### src/sdram_nes_macros.svh
/*
 * clock, SDRAM timing, field width, refresh and slot macros
 * for the two-channel NES / RISC-V SDRAM controller
 */
`ifndef SDRAM_NES_MACROS_SVH
`define SDRAM_NES_MACROS_SVH

`define SDRAM_FREQ      64_800_000                              // Hz
`define POWERON_CYCLES  (`SDRAM_FREQ / 1000 * 200 / 1000)       // 200 us, ~12960 cycles
`define T_RP            2   // precharge to activate/refresh
`define T_RC            6   // refresh to refresh
`define T_MRD           2   // mode set to first command
`define CAS_LAT         2
`define REFRESH_CYCLES  501 // 64 ms / 8192 rows at 64.8 MHz

`define DATA_W          16
`define ROW_W           13  // pin address bus
`define BANK_W          2
`define NES_AW          22
`define CH_ROW_W        11  // row bits a channel supplies
`define COL_W           9

`define SLOT_RAS0       0
`define SLOT_CAS0       1
`define SLOT_RAS1       2
`define SLOT_CAS1       4
`define SLOT_RD1        1   // rv read word on dq
`define SLOT_RD0        4   // nes read byte on dq
`define SLOT_COUNT      6

`endif

### src/rv_channel.sv
/*
 * channel 1: RISC-V 16-bit port in bank 2
 * toggle req/ack, request latch, read word capture
 */
`timescale 1ns/1ps
`include "sdram_nes_macros.svh"

module rv_channel (
    input  logic                  clk,
    input  logic                  resetn,
    input  logic                  slot_ras,
    input  logic                  slot_cas,
    input  logic                  slot_rd,
    input  logic [20:1]           rv_addr,
    input  logic [`DATA_W-1:0]    rv_din,
    input  logic [1:0]            rv_ds,
    input  logic                  rv_we,
    input  logic                  rv_req,
    input  logic [`DATA_W-1:0]    dq_in,
    output logic                  pending,
    output logic [`CH_ROW_W-1:0]  row,
    output logic                  active,
    output logic                  write,
    output logic [`COL_W-1:0]     col,
    output logic [1:0]            ds,
    output logic [`DATA_W-1:0]    wdata,
    output logic                  rv_req_ack,
    output logic [`DATA_W-1:0]    rv_dout
);
    assign pending = rv_req ^ rv_req_ack;  // open request
    assign row     = rv_addr[20:10];

    always_ff @(posedge clk) begin
        if (!resetn) begin
            active     <= 1'b0;
            write      <= 1'b0;
            rv_req_ack <= 1'b0;
        end else begin
            if (slot_ras) begin
                active <= pending;
                write  <= rv_we;
            end
            if (slot_cas && active)
                rv_req_ack <= rv_req;   // ack with the column command
        end
    end

    always_ff @(posedge clk) begin
        if (slot_ras) begin
            col   <= rv_addr[`COL_W:1];
            ds    <= rv_ds;
            wdata <= rv_din;
        end
    end

    // word lands in the next ring, latch still holds the request
    always_ff @(posedge clk) begin
        if (slot_rd && active && !write)
            rv_dout <= dq_in;
    end

endmodule

### config.mk
export PLATFORM = sky130hd
export DESIGN_NAME = rv_channel
export DESIGN_NICKNAME = d
export VERILOG_FILES = /design/src/rv_channel.sv
export VERILOG_INCLUDE_DIRS = /design/src
export SDC_FILE = /design/constraint.sdc
export NUM_CORES = 1
export LEC_CHECK = 0
export BUFFER_PORTS_ARGS = -buffer_cell sky130_fd_sc_hd__clkbuf_2
export CAP_MARGIN = 20
export CORE_MARGIN = 3
export CORE_UTILIZATION = 34
export CTS_CLUSTER_DIAMETER = 100
export DETAILED_ROUTE_END_ITERATION = 6
export MAX_ROUTING_LAYER = met4
export PLACE_DENSITY = 0.75
export SLEW_MARGIN = 30
export SYNTH_ARGS = -nofsm -noshare
export SYNTH_HDL_FRONTEND = slang
export SYNTH_SLANG_ARGS = --single-unit
### constraint.sdc
create_clock -name clk -period 1.4 [get_ports clk]
set_clock_uncertainty 0.1 [all_clocks]
set_input_delay 0.14 -clock clk [delete_from_list [all_inputs] [get_ports clk]]
set_output_delay 0.14 -clock clk [all_outputs]
set_load 0.02 [all_outputs]
==> results of run 1 <==
layout make-up:
cell class              instances  area [µm²]
clock buffers                   6       72.57
clock inverters                 2       10.01
fillers                       300        1603
inverters                       1       3.754
multi-input cells              10       71.32
flip-flops and latches         46        1351
well taps                      50       62.56
repair buffers                141       940.9
power breakdown:
part	switching [µW]	total, µW	internal (µW)
Combinational	208	400	192
Clock	397	743	346
Sequential	26.9	1620	1590
Total	631	2760	2130
state kept, by name, indices dropped and copies added, names as in the netlist:
| name | cells |
|---|---|
| rv_dout | 16 |
| col | 9 |
| active | 1 |
| ds | 2 |
| rv_req_ack | 1 |
| wdata | 16 |
| write | 1 |
cell families (layout without fill, tap and decap cells):
family                 count (synthesis)  after routing  share of synthesized area [%]
multiplexers                           1              1                         0.6667
buffers and inverters                 12            150                          5.750
flip-flops                            46             46                          90.00
XOR/XNOR                               1              1                         0.5834
AND/OR/NAND/NOR                        4              4                          1.333
AO/OA/AOI/OAI                          4              4                          1.666
cell usage after synthesis:
library cell,count,area [µm²]
nand2_1,1,3.750
nor2_1,1,3.750
xnor2_1,1,8.760
and3_1,1,6.260
nor2b_1,1,6.260
edfxtp_1,43,1291
mux2i_1,1,10.01
a21boi_0,1,7.510
o21ai_0,1,5.000
o21a_1,1,7.510
a21oi_1,1,5.000
buf_4,11,82.58
dfxtp_1,3,60.06
inv_1,1,3.750
worst reg2reg max path, cell delays in order, from the launching register on:
cell and delay (ns):
dfxtp_1 0.39, nand2_1 0.11, nor2_4 0.36
worst max path at each step:
stage	from	endpoint	cells after the start
global route	rv_req_ack	pending	3
CTS	active	rv_dout[7]	2
finish	rv_req_ack	pending	3
detailed placement	active	rv_dout[11]	2
floorplan	active	rv_dout[0]	2
global placement	active	rv_dout[14]	2
routing by layer:
metal	wire (µm)	share of wire, %	vias up	GRT usage, %
met2	1712	48	79	25.28
met5	0	0	-	-
met4	87	2.4	0	6.557
met3	487	14	14	6.094
li1	-	-	518	-
met1	1292	36	471	14.70
per-stage QoR:
step,hold WS (ns),total power [µW]
after floorplan,0.1294,1826
after global placement,0.1802,1947
after detailed placement,0.1802,1958
after CTS,0.006234,2802
after global routing,0.03119,2899
final,0.02127,2764
==> summary.md, run 1 <==
| Metric | Value |
|---|---|
| Cell area after layout | `2512 µm²` |
| Most common library cell in the layout ignoring fill and taps | `clkbuf_2` |
| Total negative setup slack | `0 ns` |
| H-Tree Depth | `2` |
| Number of antenna violations at the first check in global routing | `0` |
| Clk pin slew, worst setup/hold paths | `0.08 ns` |
| Total setup buffers inserted after CTS | `0` |
| Number of buffers created by CTS | `5` |
| Crit path max-delay cell type | `dfxtp_1` |
| Largest incremental delay on the critical path | `0.33 ns` |
| Cts-stage hold buffer count | `44` |
| CTS sink cnt | `46` |
| Final Hold Viols | `0` |
| Number of remaining DRC errors | `0` |
| Yosys warning count | `0` |
| Worst setup timing slack at the placement stage | `0.07756 ns` |
| CTS Root Cell | `clkbuf_8` |
| Insertion delay to the later sink of the worst-skew pair | `0.28 ns` |
| Path type of the worst min-delay path | `in -> reg` |
| Most frequent cells in the layout | `clkbuf_2, dlygate4sd3_1, edfxtp_1` |
| Data arrival time of the critical path | `1.07 ns` |
| Element type at the critical path end | `output pin` |
| Count of routing violations after the opening detailed-route iteration | `44` |
| VDD IR max | `0.5642 mV` |
| DP Cell Count | `204` |
| Global route overflow | `0` |
| Hold Crit Start | `rv_we` |
| Endpoint of the worst register-to-register path | `rv_dout[7]` |
| Bufs and invs on worst path | `2` |
| Flops & latches, synth | `46` |
| CTS tree | `yes` |
| Number of max-capacitance violations reported | `0` |
| DR WL/cell | `13.98 µm` |
| Fraction of final layout cells with drive strength greater than 1 | `50.97%` |
| Final core occ | `61.05%` |
| Number of detailed-routing iterations run before antenna repair | `4` |
| Height of the chip | `72.45 µm` |
| Slew @ Worst Pin | `0.4292 ns` |
| Number of core rows | `23` |
| Cell count after synthesis | `68` |
| WHS Endpoint | `write` |
| Max Root-Sink Buffers | `2` |
| Maximum number of pins on one net before global-route repair | `31` |
| Area inside the core boundary | `4115 µm²` |
| Final Worst Setup Slack | `0.09201 ns` |
| Avg Cell Area, Syn | `22.08 µm²` |
| Crit Path Max Fanout | `3` |
| Final worst path period share | `93.43%` |
| Final min period | `1.308 ns` |
| Resized cells post-CTS | `0` |
| Pwr per Cell Area | `1100 nW/µm²` |
| Series of cell instances along the critical path | `xnor2_1 > inv_1 > clkbuf_2` |
| RSZ-0062 raised after global routing | `no` |
| Number of distinct standard cells referenced by the synthesized netlist | `14` |
| Final wirelength | `3580 µm` |
| Combined global-route utilization of all metal layers | `14.78%` |
| Startpoint of the worst register-to-register path | `active` |
| Cell area after technology mapping | `1501 µm²` |
| Num ports | `119` |
| Via count of the first global-routing pass | `1139` |
| Area after DPL | `1989 µm²` |
| Number of cells traversed by the worst register-to-register path | `2` |
| Number of failing setup endpoints in the final timing report | `0` |
| Number of inserted diodes | `0` |
| Number of pins exceeding their max-slew limit in the final report | `0` |
| Vias/cell | `4.227` |
| Required time at the endpoint of the critical path | `1.16 ns` |
| Growth of design area from synthesis to finish | `67.33%` |
| Starting Density | `36.49%` |
| Vias post-DR | `1082` |
| F_max | `764.5 MHz` |
| Register-to-register setup slack | `0.10 ns` |
| Last weighted congestion value of the routability-driven placer | `0.6983` |
| Fin nets | `266` |
| Result of the run | `finished, final reports clean` |
| ANT nets after route | `0` |
| Width of the die | `72.45 µm` |
| Final Instance Count excl. Fillers | `256` |
| Reported leakage power | `0.001105 µW` |
| Net count after synthesis | `129` |
| Category of the most critical setup path | `reg -> out` |
| Sequential-to-total area share from yosys stat | `90.00%` |
| Quantity of I/O buffers inserted on ports | `96` |
| Number of cells traversed by the worst hold path | `3` |
| Startpoint type of the worst setup path | `flip-flop` |
| Die Footprint | `5249 µm²` |
| First-pass GRT wire length | `5478 µm` |
| Normalized max-slew margin | `71.32%` |
| Kind of cell with the highest combined delay on the critical path | `flip-flops` |
No activity file was read; power rests on OpenSTA's default activity.
==> run 2: changes to the inputs <==
--- a/config.mk
+++ b/config.mk
@@ -9,11 +9,12 @@
 export BUFFER_PORTS_ARGS = -buffer_cell sky130_fd_sc_hd__clkbuf_2
 export CAP_MARGIN = 20
 export CORE_MARGIN = 3
-export CORE_UTILIZATION = 34
+export CORE_UTILIZATION = 36
+export CTS_BUF_LIST = sky130_fd_sc_hd__clkbuf_4
 export CTS_CLUSTER_DIAMETER = 100
 export DETAILED_ROUTE_END_ITERATION = 6
 export MAX_ROUTING_LAYER = met4
-export PLACE_DENSITY = 0.75
+export PLACE_DENSITY = 0.78
 export SLEW_MARGIN = 30
 export SYNTH_ARGS = -nofsm -noshare
 export SYNTH_HDL_FRONTEND = slang
==> run 2 against run 1 <==
  * Worst hold slack barely moved
  * Via count is 5.1% higher
  * Final area up 1.7%
  * Critical path depth stayed put
==> summary.md, run 2 (synthesis gave the netlist of run 1 again) <==
| Metric | Value |
|---|---|
| Result of the run | `finished, final reports clean (unchanged)` |
| CTS sink cnt | `46 (unchanged)` |
| Slew @ Worst Pin | `0.2406 ns (was 0.4292 ns)` |
| Kind of cell with the highest combined delay on the critical path | `flip-flops (unchanged)` |
| Path type of the worst min-delay path | `in -> reg (unchanged)` |
| Max Root-Sink Buffers | `2 (unchanged)` |
| Number of inserted diodes | `0 (unchanged)` |
| Via count of the first global-routing pass | `1277 (was 1139)` |
| Height of the chip | `70.58 µm (was 72.45 µm)` |
| Area taken by flip-flops and latches | `1353 µm² (was 1351 µm²)` |
| Vias post-DR | `1137 (was 1082)` |
| Num ports | `119 (unchanged)` |
| Crit Path Max Fanout | `3 (unchanged)` |
| Element type at the critical path end | `output pin (unchanged)` |
| Number of buffers created by CTS | `5 (unchanged)` |
| Number of failing setup endpoints in the final timing report | `0 (unchanged)` |
| Most common library cell in the layout ignoring fill and taps | `clkbuf_2 (unchanged)` |
| Final Instance Count excl. Fillers | `257 (was 256)` |
| Area after DPL | `1987 µm² (was 1989 µm²)` |
| Clk pin slew, worst setup/hold paths | `0.13 ns (was 0.08 ns)` |
| Pwr per Cell Area | `1102 nW/µm² (was 1100 nW/µm²)` |
| VDD IR max | `0.8063 mV (was 0.5642 mV)` |
| Insertion delay to the later sink of the worst-skew pair | `0.35 ns (was 0.28 ns)` |
| Width of the die | `70.58 µm (was 72.45 µm)` |
| Startpoint type of the worst setup path | `flip-flop (unchanged)` |
| Fin nets | `269 (was 266)` |
| DP Cell Count | `202 (was 204)` |
| RSZ-0062 raised after global routing | `no (unchanged)` |
| Number of pins exceeding their max-slew limit in the final report | `0 (unchanged)` |
| Starting Density | `39.24% (was 36.49%)` |
| Required time at the endpoint of the critical path | `1.16 ns (about the same)` |
| Number of remaining DRC errors | `0 (unchanged)` |
| Area used by multi-input combinational logic | `78.83 µm² (was 71.32 µm²)` |
| Final wirelength | `3941 µm (was 3580 µm)` |
| Number of max-capacitance violations reported | `0 (unchanged)` |
| F_max | `747.3 MHz (was 764.5 MHz)` |
| First-pass GRT wire length | `6092 µm (was 5478 µm)` |
| Number of cells traversed by the worst register-to-register path | `3 (was 2)` |
| Final Hold Viols | `0 (unchanged)` |
| Part of the power in registers | `57.6% (was 58.7%)` |
| Normalized max-slew margin | `83.96% (was 71.32%)` |
| Internal power component | `2172 µW (was 2133 µW)` |
| Total negative setup slack | `0 ns (unchanged)` |
| Net Switching | `644.6 µW (was 631.3 µW)` |
| Largest incremental delay on the critical path | `0.37 ns (was 0.33 ns)` |
| Number of detailed-routing iterations run before antenna repair | `4 (unchanged)` |
| Maximum number of pins on one net before global-route repair | `23 (was 31)` |
| Area inside the core boundary | `3826 µm² (was 4115 µm²)` |
| Vias/cell | `4.424 (was 4.227)` |
| Cell area after layout | `2556 µm² (was 2512 µm²)` |
| CTS Root Cell | `clkbuf_4 (was clkbuf_8)` |
| Combined global-route utilization of all metal layers | `16.94% (was 14.78%)` |
| Crit path max-delay cell type | `dfxtp_2 (was dfxtp_1)` |
| Number of antenna violations at the first check in global routing | `0 (unchanged)` |
| Fraction of final layout cells with drive strength greater than 1 | `52.63% (was 50.97%)` |
| Reported leakage power | `0.001119 µW (was 0.001105 µW)` |
| Number of cells traversed by the worst hold path | `3 (unchanged)` |
| Category of the most critical setup path | `reg -> out (unchanged)` |
| Post-DP HPWL | `2582 µm` |
| Largest registers | `rv_dout (16), wdata (16), col (9) (unchanged)` |
| Share of total power in combinational logic | `14.8% (was 14.5%)` |
| Count of routing violations after the opening detailed-route iteration | `63 (was 44)` |
| Bufs and invs on worst path | `2 (unchanged)` |
| Final worst path period share | `95.58% (was 93.43%)` |
| Stages on worst setup path | `3 (unchanged)` |
| Growth of design area from synthesis to finish | `70.25% (was 67.33%)` |
| Clk network pwr share | `27.5% (was 26.9%)` |
| Series of cell instances along the critical path | `xnor2_2 > inv_1 > clkbuf_2 (was xnor2_1 > inv_1 > clkbuf_2)` |
| H-Tree Depth | `2 (unchanged)` |
| ANT nets after route | `0 (unchanged)` |
| Most frequent cells in the layout | `clkbuf_2, dlygate4sd3_1, edfxtp_1 (unchanged)` |
| DR WL/cell | `15.33 µm (was 13.98 µm)` |
| Quantity of I/O buffers inserted on ports | `96 (unchanged)` |
| Global route overflow | `0 (unchanged)` |
| Sw Share | `22.88% (was 22.84%)` |
| Number of core rows | `22 (was 23)` |
| WHS | `0.02116 ns (was 0.02127 ns)` |
| Data arrival time of the critical path | `1.10 ns (was 1.07 ns)` |
| CTS tree | `yes (unchanged)` |
| Die Footprint | `4982 µm² (was 5249 µm²)` |
| Filler cell count | `266 (was 300)` |
| Last weighted congestion value of the routability-driven placer | `0.7549 (was 0.6983)` |
| Final min period | `1.338 ns (was 1.308 ns)` |
[run 2: changes by cell type in the layout (fill, tap and decap cells not counted), sizes merged]
cell,delta
dlygate4sd3,+1
clkinv,-2
bufinv,+1
clkbuf,-1
buf,+2
clkinvlp,+2
[run 2: worst min-delay path, cell delays in order]
cell and delay [ns]:
clkbuf_2 0.08, a21boi_0 0.07, o21a_1 0.16
[run 2: worst paths after layout]
check / start / endpoint / slack [ns]
worst min-delay path: slot_cas / rv_req_ack / 0.02
worst max register to register: active / rv_dout[2] / 0.21
worst min register to register: write / write / 0.50
worst max-delay path: rv_req_ack / pending / 0.06
[run 2: per-stage QoR]
step | total power (µW) | util, % | setup slack, ns
2_1_floorplan | 1826 | - | 0.07389
3_3_place_gp | 1946 | 51.93 | 0.1563
3_5_place_dp | 1958 | 51.93 | 0.1072
4_1_cts | 2825 | 66.06 | 0.01588
5_1_grt | 2925 | 66.81 | 0.0008804
6_report | 2817 | 66.81 | 0.06183
[run 2: cell type report]
type	count	area share, %
Tap cell	48	2.349
Clock buffer	5	1.468
Sequential cell	46	52.91
Timing Repair Buffer	144	38.28
Inverter	1	0.1468
Multi-Input combinational cell	10	3.084
Clock inverter	3	1.762
[run 2: timing repair]
item,4_1_cts,5_1_grt
hold buffers,45,0
resized for setup,1,1
pin swaps,0,2
endpoints found under the setup margin,1,9
buffers inserted,0,2
hold endpoints to repair,46,0
[run 2: power by group through the flow]
stage / Combinational (µW) / Clock, µW / Sequential (µW)
after floorplan: 66.9 / 0 / 1760
after CTS: 406 / 797 / 1620
after detailed placement: 305 / 0 / 1650
after global routing: 446 / 850 / 1630
final: 418 / 776 / 1620
after global placement: 297 / 0 / 1650
[run 2: routing by layer]
layer | up-vias | wire length, µm | GRT usage, %
li1 | 526 | - | -
met1 | 521 | 1190 | 13.87
met2 | 62 | 2317 | 31.81
met3 | 28 | 214 | 3.551
met4 | 0 | 218 | 13.57
met5 | - | 0 | -
==> run 3: changes to the inputs <==
--- a/config.mk
+++ b/config.mk
@@ -6,6 +6,7 @@
 export SDC_FILE = /design/constraint.sdc
 export NUM_CORES = 1
 export LEC_CHECK = 0
+export ABC_AREA = 1
 export BUFFER_PORTS_ARGS = -buffer_cell sky130_fd_sc_hd__clkbuf_2
 export CAP_MARGIN = 20
 export CORE_MARGIN = 3
==> run 3 against run 2 <==
  * Maximum frequency is 0.96% lower
  * Synthesized area is 0.92% higher
  * Worst hold slack better by 0.022 ns
  * Routed wire length is 1.9% higher
  * Sequential power hardly changed
  * Setup slack worse by 0.013 ns
  * Via count is 3.0% higher
  * Cell count is 3.5% higher
  * Flip-flop and latch count stayed put
  * First-iteration DRC count is 70% higher
  * Clock power is 2% lower
  * Critical endpoint is now write
==> summary.md, run 3 <==
| Metric | Value |
|---|---|
| Number of remaining DRC errors | `0 (unchanged)` |
| Slew @ Worst Pin | `0.4264 ns (was 0.2406 ns)` |
| Die Footprint | `5023 µm² (was 4982 µm²)` |
| Last weighted congestion value of the routability-driven placer | `0.8453 (was 0.7549)` |
| Vias post-DR | `1171 (was 1137)` |
| Total negative setup slack | `0 ns (unchanged)` |
| Synth Area in XOR/XNOR | `0% (was 0.5833%)` |
| Dominant register cell in the synthesized netlist | `edfxtp_1 (unchanged)` |
| Cell area after technology mapping | `1515 µm² (was 1501 µm²)` |
| Number of antenna violations at the first check in global routing | `0 (unchanged)` |
| Highest routed layer | `met4 (unchanged)` |
| CTS tree | `yes (unchanged)` |
| Max Root-Sink Buffers | `2 (unchanged)` |
| Pwr per Cell Area | `1094 nW/µm² (was 1102 nW/µm²)` |
| Number of pins exceeding their max-slew limit in the final report | `0 (unchanged)` |
| ANT nets after route | `0 (unchanged)` |
| Final Hold Viols | `0 (unchanged)` |
| Share of synthesized area spent on multiplexers | `0% (was 0.6667%)` |
| Normalized max-slew margin | `71.50% (was 83.96%)` |
| Category of the most critical setup path | `reg -> reg (was reg -> out)` |
| Fin nets | `278 (was 269)` |
| Number of inserted diodes | `0 (unchanged)` |
| Post-DP HPWL | `2591 µm (was 2582 µm)` |
| CTS Root Cell | `clkbuf_4 (unchanged)` |
| Count of routing violations after the opening detailed-route iteration | `107 (was 63)` |
| VDD IR max | `0.6945 mV (was 0.8063 mV)` |
| Flops & latches, synth | `46 (unchanged)` |
| Largest registers | `rv_dout (16), wdata (16), col (9) (unchanged)` |
| Area leader, netlist | `edfxtp_1 (unchanged)` |
| Reported leakage power | `0.001142 µW (was 0.001119 µW)` |
| Num ports | `119 (unchanged)` |
| Sequential-to-total area share from yosys stat | `89.18% (was 90.00%)` |
| Cell count after synthesis | `77 (was 68)` |
| Result of the run | `finished, final reports clean (unchanged)` |
| Yosys warning count | `0 (unchanged)` |
| H-Tree Depth | `2 (unchanged)` |
| Global route overflow | `0 (unchanged)` |
| Most common library cell in the layout ignoring fill and taps | `clkbuf_2 (unchanged)` |
| Clk pin slew, worst setup/hold paths | `0.13 ns (about the same)` |
| Insertion delay to the later sink of the worst-skew pair | `0.35 ns (about the same)` |
| Number of synthesized flops with an enable pin | `43 (unchanged)` |
| Number of max-capacitance violations reported | `0 (unchanged)` |
| Starting Density | `39.32% (was 39.24%)` |
| Area share of and/or/nand/nor cells after synthesis | `3.138% (was 1.333%)` |
| Avg Cell Area, Syn | `19.68 µm² (was 22.08 µm²)` |
| First-pass GRT wire length | `6120 µm (was 6092 µm)` |
| Met1 layer wirelength in the final routing | `1368 µm (was 1190 µm)` |
| Element type at the critical path end | `flip-flop (was output pin)` |
| Vias/cell | `4.402 (was 4.424)` |
| Net count after synthesis | `138 (was 129)` |
| Via count of the first global-routing pass | `1239 (was 1277)` |
| Data arrival time of the critical path | `1.50 ns (was 1.10 ns)` |
| Growth of design area from synthesis to finish | `68.46% (was 70.25%)` |
| Post-synthesis adder-cell area fraction | `0% (unchanged)` |
| Path type of the worst min-delay path | `in -> reg (unchanged)` |
| Final wirelength | `4016 µm (was 3941 µm)` |
| Width of the die | `70.88 µm (was 70.58 µm)` |
| DR WL/cell | `15.10 µm (was 15.33 µm)` |
| Crit Path Max Fanout | `3 (unchanged)` |
| Number of distinct standard cells referenced by the synthesized netlist | `9 (was 14)` |
| Most frequent cells in the layout | `clkbuf_2, dlygate4sd3_1, edfxtp_1 (unchanged)` |
| Top-area cell type share of the netlist area | `85.22% (was 86.00%)` |
| Share of the synthesized area in compound gates (AO/OA/AOI/OAI) | `0.9909% (was 1.667%)` |
| Final min period | `1.351 ns (was 1.338 ns)` |
| Quantity of I/O buffers inserted on ports | `96 (unchanged)` |
| Required time at the endpoint of the critical path | `1.55 ns (was 1.16 ns)` |
| Final core occ | `66.23% (was 66.81%)` |
| Number of core rows | `22 (unchanged)` |
| F_max | `740.1 MHz (was 747.3 MHz)` |
| Fraction of final layout cells with drive strength greater than 1 | `50.00% (was 52.63%)` |
| Combined global-route utilization of all metal layers | `17.19% (was 16.94%)` |
| Share of synthesized registers carrying an async set or reset | `0% (unchanged)` |
| Filler cell count | `282 (was 266)` |
| RSZ-0062 raised after global routing | `no (unchanged)` |
| Number of buffers created by CTS | `5 (unchanged)` |
| Top cells by instance count after synthesis | `edfxtp_1, buf_4, nand2_1, inv_1 (was edfxtp_1, buf_4, dfxtp_1)` |
| Number of failing setup endpoints in the final timing report | `0 (unchanged)` |
| Number of detailed-routing iterations run before antenna repair | `4 (unchanged)` |
| Most common cell in the netlist | `edfxtp_1 (unchanged)` |
| Area inside the core boundary | `3854 µm² (was 3826 µm²)` |
| Met2 Wirelength | `2062 µm (was 2317 µm)` |
| Largest cells by area after synthesis | `edfxtp_1, buf_4, dfxtp_1, nand2_1, inv_1 (was edfxtp_1, buf_4, dfxtp_1, mux2i_1, xnor2_1)` |
| CTS sink cnt | `46 (unchanged)` |
| Height of the chip | `70.88 µm (was 70.58 µm)` |
| Dominant combinational cell family by area after synthesis | `buffers and inverters (unchanged)` |
| Maximum number of pins on one net before global-route repair | `21 (was 23)` |
| Startpoint type of the worst setup path | `flip-flop (unchanged)` |
| Final worst path period share | `96.51% (was 95.58%)` |
| Total length of routed met3 wires | `411 µm (was 214 µm)` |
-- run 3: where the power goes --
group | leakage [µW] | switching [µW] | internal [µW] | total (µW)
Sequential | 0.000436 | 27.9 | 1590 | 1620
Clock | 0.0000450 | 390 | 370 | 760
Combinational | 0.000661 | 214 | 196 | 410
Total | 0.00114 | 633 | 2160 | 2790
-- run 3: cells by family (layout without fill, tap and decap cells) --
family,after synthesis,in the layout
DFF,46,46
buffers and inverters,16,157
and+or+nand+nor,12,12
AOI/OAI and AO/OA,3,3
-- run 3: per-layer routing --
metal  vias up  global-route usage [%]
li1        547                       -
met3        24                   5.114
met5         -                       -
met2        79                   29.97
met1       521                   16.56
met4         0                   10.44
-- run 3: final cells by class --
type / instances / area (µm²) / share of cell area [%]
Timing Repair Buffer: 144 / 970.9 / 38.04
Tap cell: 48 / 60.06 / 2.353
Inverter: 5 / 18.77 / 0.7353
Clock inverter: 3 / 40.04 / 1.569
Clock buffer: 5 / 37.54 / 1.471
Multi-Input combinational cell: 15 / 70.07 / 2.745
Sequential cell: 46 / 1355 / 53.09
-- run 3: path summary, 6_finish.rpt --
check            to  depth (start not counted)  startpoint  slack (ns)
max reg2reg   write                          3       write        0.05
min reg2reg  active                          4      active        0.50
min          active                          5      rv_req        0.04
max           write                          3       write        0.05
-- run 3: what timing repair did --
item | CTS | global route
setup buffers | 0 | 0
resized for setup | 0 | 3
endpoints found under the hold margin | 46 | 0
hold buffers | 47 | 0
setup endpoints to repair | 0 | 19
-- run 3: metrics by stage --
| step | hold slack (ns) | cells | power, µW | area (µm²) | setup WS (ns) |
|---|---|---|---|---|---|
| after global placement | 0.1802 | 211 | 1946 | 2001 | 0.1374 |
| after floorplan | 0.1335 | 77 | 1825 | 1523 | 0.05413 |
| after global routing | 0.03422 | 266 | 2939 | 2552 | 0.007473 |
| after CTS | 0.02180 | 266 | 2819 | 2549 | 0.03061 |
| after detailed placement | 0.1802 | 211 | 1957 | 2001 | 0.08353 |
| final | 0.04320 | 266 | 2793 | 2552 | 0.04879 |
-- run 3: critical path, cell delays in order (launching register included) --
cell	delay, ns
dfxtp_2	0.36
o21ai_0	0.18
a21oi_1	0.06
dlygate4sd3_1	0.56
